`src/common/alu_settings.svh`:
```
`ifndef ALU_SETTINGS_SVH
`define ALU_SETTINGS_SVH

// integer datapath width
`define XLEN 64

// one shift-add step per multiplier bit
`define MUL_ITERS `XLEN

`endif
```
`src/common/alu_pkg.sv`:
```
`include "alu_settings.svh"

package alu_pkg;

  // execute opcodes seen by the alu
  typedef enum logic [4:0] {
    ADD, SUB,           // adder
    AND, OR, XOR,       // logic
    SLL, SRL, SRA,      // 64-bit shifts
    SLLW, SRLW, SRAW,   // word shifts
    SLT, SLTU,          // set less than
    BEQ, BNE,
    BLT, BGE,
    BLTU, BGEU,         // branch compares
    MUL, MULH,
    MULHSU, MULHU,
    MULW                // multiplier ops
  } alu_op_e;

  // multiplier sequencing
  typedef enum logic [1:0] {
    IDLE,
    BUSY,
    DONE
  } mul_state_e;

  // operands plus op, fanned out to both units
  typedef struct packed {
    logic [`XLEN-1:0] a;
    logic [`XLEN-1:0] b;
    alu_op_e          op;
  } alu_req_t;

  // combinational unit result
  typedef struct packed {
    logic [`XLEN-1:0] value;
    logic             compare;
  } alu_int_res_t;

endpackage

```
`src/alu_top.sv`:
```
`timescale 1ns/100ps
`include "alu_settings.svh"

module alu_top
  import alu_pkg::*;
(
  input  logic             clk,
  input  logic             reset_i,
  input  alu_req_t         req_i,
  input  logic             buff_valid_i,
  input  logic [`XLEN-1:0] buff_data_i,
  output logic [`XLEN-1:0] result_o,
  output logic             compare_o,
  output logic             stall_req_o,
  output logic             data_ready_o
);

  alu_int_res_t       int_res;
  logic               is_mul;
  logic               is_cmp;
  logic               mul_valid;
  logic               mul_ready;
  logic [2*`XLEN-1:0] product;
  logic [`XLEN-1:0]   mul_res;
  logic [`XLEN-1:0]   unit_res;

  assign is_mul = req_i.op inside {MUL, MULH, MULHSU, MULHU, MULW};
  assign is_cmp = req_i.op inside {SLT, SLTU, BEQ, BNE, BLT, BGE, BLTU, BGEU};

  // hold the pipeline until the product is ready, unless a saved result replays
  assign mul_valid   = is_mul & ~mul_ready & ~buff_valid_i;
  assign stall_req_o = mul_valid;

  alu_int u_int (
    .req_i (req_i),
    .res_o (int_res)
  );

  alu_mul u_mul (
    .clk         (clk),
    .reset_i     (reset_i),
    .req_i       (req_i),
    .mul_valid_i (mul_valid),
    .mul_ready_o (mul_ready),
    .product_o   (product)
  );

  always_comb begin
    case (req_i.op)
      MUL:                 mul_res = product[`XLEN-1:0];
      MULH, MULHSU, MULHU: mul_res = product[2*`XLEN-1:`XLEN];
      MULW:                mul_res = {{(`XLEN-32){1'b0}}, product[31:0]};  // no sign ext here
      default:             mul_res = '0;
    endcase
  end

  assign unit_res = is_mul ? mul_res : int_res.value;

  // compare bit wins over the replay buffer
  assign result_o = is_cmp       ? {{(`XLEN-1){1'b0}}, int_res.compare} :
                    buff_valid_i ? buff_data_i :
                    unit_res;

  assign compare_o    = int_res.compare;
  assign data_ready_o = mul_ready;

  // product half is picked from the op, so a stalled request must not move
  a_req_held: assert property (@(posedge clk) disable iff (reset_i)
    stall_req_o |=> $stable(req_i));

endmodule

```
`src/alu_mul/alu_mul.sv`:
```
`timescale 1ns/100ps
`include "alu_settings.svh"

module alu_mul
  import alu_pkg::*;
(
  input  logic               clk,
  input  logic               reset_i,
  input  alu_req_t           req_i,
  input  logic               mul_valid_i,
  output logic               mul_ready_o,
  output logic [2*`XLEN-1:0] product_o
);

  localparam int CNT_W = $clog2(`MUL_ITERS + 1);

  mul_state_e         state;
  logic [CNT_W-1:0]   iter_cnt;
  logic               cnt_done;
  logic               ready_q;
  logic               a_signed;
  logic               b_signed;
  logic               a_neg;
  logic               b_neg;
  logic [`XLEN-1:0]   a_mag;
  logic [`XLEN-1:0]   b_mag;
  logic [2*`XLEN-1:0] mcand;   // multiplicand, moves left each step
  logic [`XLEN-1:0]   mplier;  // multiplier, moves right each step
  logic [2*`XLEN-1:0] acc;
  logic               neg_q;

  assign a_signed = req_i.op inside {MUL, MULH, MULHSU, MULW};
  assign b_signed = req_i.op inside {MUL, MULH, MULW};

  // operate on magnitudes, fix the sign at the end
  assign a_neg = a_signed & req_i.a[`XLEN-1];
  assign b_neg = b_signed & req_i.b[`XLEN-1];
  assign a_mag = a_neg ? -req_i.a : req_i.a;
  assign b_mag = b_neg ? -req_i.b : req_i.b;

  assign cnt_done = (iter_cnt == CNT_W'(`MUL_ITERS));

  always_ff @(posedge clk) begin
    if (reset_i) begin
      state    <= IDLE;
      iter_cnt <= '0;
      ready_q  <= 1'b0;
    end else begin
      ready_q <= 1'b0;
      case (state)
        IDLE: begin
          if (mul_valid_i) begin
            state    <= BUSY;
            iter_cnt <= '0;
          end
        end
        BUSY: begin
          if (cnt_done) begin
            state   <= DONE;
            ready_q <= 1'b1;  // single pulse while in DONE
          end else begin
            iter_cnt <= iter_cnt + 1'b1;
          end
        end
        DONE:    state <= IDLE;
        default: state <= IDLE;
      endcase
    end
  end

  // shift-add datapath
  always_ff @(posedge clk) begin
    if (state == IDLE && mul_valid_i) begin
      mcand  <= {{`XLEN{1'b0}}, a_mag};
      mplier <= b_mag;
      acc    <= '0;
      neg_q  <= a_neg ^ b_neg;
    end else if (state == BUSY && !cnt_done) begin
      if (mplier[0]) begin
        acc <= acc + mcand;
      end
      mcand  <= mcand << 1;
      mplier <= mplier >> 1;
    end
  end

  assign mul_ready_o = ready_q;
  assign product_o   = neg_q ? -acc : acc;  // meaningful only in DONE

  a_ready_single: assert property (@(posedge clk) disable iff (reset_i)
    mul_ready_o |=> !mul_ready_o);

  a_ready_in_done: assert property (@(posedge clk) disable iff (reset_i)
    mul_ready_o |-> state == DONE);

  // no early exit from the iteration loop
  a_busy_full: assert property (@(posedge clk) disable iff (reset_i)
    (state == BUSY && !cnt_done) |=> state == BUSY);

endmodule

```
`src/alu_int.sv`:
```
`timescale 1ns/100ps
`include "alu_settings.svh"

module alu_int
  import alu_pkg::*;
(
  input  alu_req_t     req_i,
  output alu_int_res_t res_o
);

  logic             is_cmp;
  logic             is_sub;
  logic [`XLEN:0]   a_ext;
  logic [`XLEN:0]   b_ext;
  logic [`XLEN:0]   sum;
  logic             carry_top;
  logic             zero_f;
  logic             over_f;
  logic             sign_f;
  logic             carry_f;
  logic             lt_s;
  logic             lt_u;
  logic             eq;
  logic [`XLEN-1:0] shift_res;

  assign is_cmp = req_i.op inside {SLT, SLTU, BEQ, BNE, BLT, BGE, BLTU, BGEU};
  assign is_sub = (req_i.op == SUB) | is_cmp;  // compares go through a - b

  // double sign bit adder
  assign a_ext = {req_i.a[`XLEN-1], req_i.a};
  assign b_ext = {req_i.b[`XLEN-1], req_i.b} ^ {(`XLEN+1){is_sub}};
  assign sum   = a_ext + b_ext + {{`XLEN{1'b0}}, is_sub};

  // carry out of the original msb
  assign carry_top = sum[`XLEN] ^ a_ext[`XLEN] ^ b_ext[`XLEN];

  assign zero_f  = (sum == '0);
  assign over_f  = sum[`XLEN] ^ sum[`XLEN-1];
  assign sign_f  = sum[`XLEN-1];
  assign carry_f = is_sub ^ carry_top;  // borrow when subtracting

  assign lt_s = sign_f ^ over_f;
  assign lt_u = carry_f;
  assign eq   = zero_f;

  alu_shift u_shift (
    .op_i    (req_i.op),
    .data_i  (req_i.a),
    .count_i (req_i.b[5:0]),
    .shift_o (shift_res)
  );

  always_comb begin
    case (req_i.op)
      SLT, BLT:   res_o.compare = lt_s;
      SLTU, BLTU: res_o.compare = lt_u;
      BEQ:        res_o.compare = eq;
      BNE:        res_o.compare = ~eq;
      BGE:        res_o.compare = ~lt_s;
      BGEU:       res_o.compare = ~lt_u;
      default:    res_o.compare = 1'b0;
    endcase
  end

  always_comb begin
    case (req_i.op)
      ADD, SUB: res_o.value = sum[`XLEN-1:0];
      AND:      res_o.value = req_i.a & req_i.b;
      OR:       res_o.value = req_i.a | req_i.b;
      XOR:      res_o.value = req_i.a ^ req_i.b;
      SLL, SRL, SRA, SLLW, SRLW, SRAW: begin
        res_o.value = shift_res;
      end
      default:  res_o.value = '0;  // compares and multiplies resolved in top
    endcase
  end

endmodule

```
`src/alu_shift.sv`:
```
`timescale 1ns/100ps
`include "alu_settings.svh"

module alu_shift
  import alu_pkg::*;
(
  input  alu_op_e          op_i,
  input  logic [`XLEN-1:0] data_i,
  input  logic [5:0]       count_i,
  output logic [`XLEN-1:0] shift_o
);

  logic             is_w;
  logic             is_left;
  logic             is_arith;
  logic             fill;
  logic [5:0]       count;
  logic [`XLEN-1:0] operand;
  logic [`XLEN-1:0] stage;
  logic [`XLEN-1:0] result;

  assign is_w     = (op_i == SLLW) || (op_i == SRLW) || (op_i == SRAW);
  assign is_left  = (op_i == SLL) || (op_i == SLLW);
  assign is_arith = (op_i == SRA) || (op_i == SRAW);
  assign fill     = is_arith & (is_w ? data_i[31] : data_i[`XLEN-1]);
  assign count    = is_w ? {1'b0, count_i[4:0]} : count_i;  // word ops drop bit 5

  // left shifts reuse the right shifter through bit reversal
  always_comb begin
    operand = is_w ? {{(`XLEN-32){fill}}, data_i[31:0]} : data_i;
    for (int i = 0; i < `XLEN; i++) begin
      stage[i] = is_left ? operand[`XLEN-1-i] : operand[i];
    end
    for (int k = 0; k < 6; k++) begin
      if (count[k]) begin
        stage = (stage >> (1 << k)) | (fill ? ~({`XLEN{1'b1}} >> (1 << k)) : '0);
      end
    end
    for (int i = 0; i < `XLEN; i++) begin
      result[i] = is_left ? stage[`XLEN-1-i] : stage[i];
    end
  end

  // upper half of word results stays zero, execute stage extends it
  assign shift_o = is_w ? {{(`XLEN-32){1'b0}}, result[31:0]} : result;

endmodule

```
`config.mk`:
```
export PLATFORM = sky130hd
export DESIGN_NAME = alu_top
export DESIGN_NICKNAME = d
export VERILOG_FILES = /design/src/common/alu_pkg.sv /design/src/alu_top.sv /design/src/alu_mul/alu_mul.sv /design/src/alu_int.sv /design/src/alu_shift.sv
export VERILOG_INCLUDE_DIRS = /design/src /design/src/common
export SDC_FILE = /design/constraint.sdc
export NUM_CORES = 2
export LEC_CHECK = 0
export BUFFER_PORTS_ARGS = -buffer_cell sky130_fd_sc_hd__buf_2
export CORE_UTILIZATION = 50
export CTS_CLUSTER_DIAMETER = 150
export DETAILED_ROUTE_END_ITERATION = 6
export PLACE_DENSITY_LB_ADDON = 0.12
export SLEW_MARGIN = 20
export SYNTH_ARGS = -nofsm -noshare
export SYNTH_HDL_FRONTEND = slang
export SYNTH_SLANG_ARGS = --single-unit
export TNS_END_PERCENT = 50
```
`constraint.sdc`:
```
create_clock -name clk -period 15.35 [get_ports clk]
set_clock_uncertainty 0.05 [all_clocks]
set_input_delay 1.535 -clock clk [delete_from_list [all_inputs] [get_ports clk]]
set_output_delay 1.535 -clock clk [all_outputs]
set_load 0.005 [all_outputs]
```
==> results.ini <==
[cells_and_area]
drive_gt1_share_pct = 9.70
layout_common_cells = nand2_1, a21oi_1, o21ai_0, nor2_1, xnor2_1
fin_cells = 6786
fin_area_um2 = 44700
n_fill_cell = 8162
syn_to_final_growth_pct = 7.81
layout.nets = 6205
final_common_cell = nand2_1

[synthesis]
synth_top_family_by_area = compound AO/OA/AOI/OAI gates
synth-xor-area-share_pct = 9.91
synth_area_leaders = ha_1, dfxtp_1, edfxtp_1
synth-async-reset-ratio_pct = 0
syn-num-nets = 6237
syn_area_um2 = 41500
synth_compound_gate_area_share_pct = 28.8
synth_top_area_cell = ha_1
avgSynthCellArea_um2 = 7.26
synth_cells = 5708
synth_top_area_share_pct = 9.87
ys_seq_elements = 331
synthFlopType = dfxtp_1
synth_mux_area_share_pct = 6.78
synth.distinct_cells = 98
synth-warning-count = 0
yosys.area_share.simple_pct = 19.8
synth_fa_ha_area_share_pct = 9.96
synth_edf_count = 129
synth-seq-area-share_pct = 19.1

[global_route]
grtUsageTotal_pct = 47.9
antenna_found_initial = 20
grt-ovfl-total = 0
grt_start_max_net_pins = 90
grt_first_pass_wirelength_mm = 298
grt_pass1_vias = 42400

[routing]
num_vias = 46700
dr.pass1.iters = 7
drc = 20
viasPerCell = 6.88
finalWirelength_mm = 209
routedWlPerCell_um = 30.8
first_iter_violations = 6324
ant_nets = 0

[setup_path]
end_kind = output pin
crit_type = primary input to output pin
arrival_ns = 9.02
cp_max_fo = 64
start_kind = primary input
required_ns = 13.77

[clock_network]
root_buffer = clkbuf_16
clockBufferDepth = 3
clk_pin_slew_ns = 0.07
clock-sinks = 331
cts_max_level = 2
cts_tree = yes
cts_made_buffers = 43
cts-hold-fix-buffers = 0
cts_setup_buffers = 0
clk_latency_ns = 0.63
ctsResizeCount = 0

[sta]
worst_pin_slew_ns = 1.38
rsz0062_at_grt = false
worst_slack_ns = 4.75
drv_slew = 0
finalSetupTns_ns = 0
whs_ns = 0.407
finalHoldViolCount = 0
fin_crit_ns = 10.60
setup_viol_count_final = 0
max_freq_ghz = 0.0943
post-route-period-util_pct = 69.1
slew-limit-headroom_pct = 6.78

[placed_design]
dpl_cell_area_um2 = 43200
place_hpwl_mm = 166
place_ws_ns = 5.03
place_inst = 6699
place.gp.congestion = 1.18
io_buffers = 266

[worst_hold_path]
hp-class = flop to flop

[floorplan]
rows = 105
die_y_um = 290
io_pins = 267
core-area_um2 = 82100
start_util_pct = 50.5
die_w_um = 290
die_area_um2 = 84100

[power_and_ir_drop]
p_leak_nw = 18.8
ir_drop_uv = 96.0
power.density_nw_per_um2 = 105

[outcome]
violations = DRC
status = finished with violations

[job]
cap_violations = 0

-- registers in the layout, summed over array words and instances, names as in the netlist --
name and count:
u_mul.mplier 64, u_mul.neg_q 1, u_mul.mul_ready_o 1, u_mul.state 2, u_mul.acc 128, u_mul.iter_cnt 7
u_mul.mcand 128
-- per-stage QoR --
step                power (mW)  util, %
floorplan                 2.68        -
global placement          3.50     52.6
detailed placement        3.51     52.6
CTS                       4.58     54.4
global route              4.86     54.4
finish                    4.70     54.4
-- worst max-delay path: stages --
cell and delay, ns:
buf_2 0.27, nor2b_1 0.62, nand2_1 0.31, nand3_4 0.14
buf_4 0.77, xnor2_1 0.16, ha_1 0.43, a21o_1 0.23
a21o_1 0.20, a21oi_2 0.25, nor2_1 0.12, a211oi_1 0.77
xnor2_1 0.22, nor4_1 0.40, o2111ai_1 0.18, nor4_1 0.64
nand4_1 0.24, nor4_1 0.32, nand4bb_1 0.47, mux2i_1 0.42
nand3_1 0.12, buf_2 0.15
-- kinds of logic (layout without fill, tap and decap cells) --
group,after synthesis,after routing
AND/OR/NAND/NOR,1816,1816
buffers and inverters,610,611
other,0,7
flip-flops,331,331
adder cells (fa/ha/maj),329,329
multiplexers,206,206
AO/OA/AOI/OAI,1947,1947
XOR/XNOR,469,469
-- report_power, final --
| group | switching, mW | internal (mW) |
|---|---|---|
| clock | 0.455 | 0.607 |
| sequential | 0.175 | 1.02 |
| combinational | 1.63 | 0.808 |
| total | 2.26 | 2.44 |
-- routing by layer --
metal / share of wire [%] / vias up / global-route usage [%]
li1: - / 20700 / -
met1: 37 / 22000 / 56.5
met2: 41 / 3063 / 70.4
met3: 11 / 854 / 14.2
met4: 11 / 10 / 43.0
met5: 0.033 / - / 0
-- cell usage after synthesis (119+ instances only) --
cell        n
nand2_1   884
a21oi_1   593
o21ai_0   488
clkbuf_1  350
nor2_1    340
xnor2_1   334
ha_1      327
dfxtp_1   202
inv_1     190
a21o_1    156
xor2_1    135
edfxtp_1  129
mux2i_1   119
-- layout make-up --
cell class,count,area (um2),area share (%)
multi-input cells,4767,31400,70.2
well taps,1070,1340,2.99
clock buffers,60,1240,2.78
repair buffers,336,1850,4.15
flip-flops and latches,331,7920,17.7
diodes,7,17.5,0.0392
clock inverters,18,209,0.467
inverters,197,747,1.67
-- worst paths after layout --
check                        from         endpoint  cells after the start  slack, ns
setup / recovery         req_i[3]      result_o[0]                     22       4.75
setup reg to reg     u_mul.acc[0]   u_mul.acc[122]                     17       8.89
hold reg to reg   u_mul.mcand[76]  u_mul.mcand[77]                      2       0.41
hold / removal    u_mul.mcand[76]  u_mul.mcand[77]                      2       0.41
(Power assumes the default switching activity.)
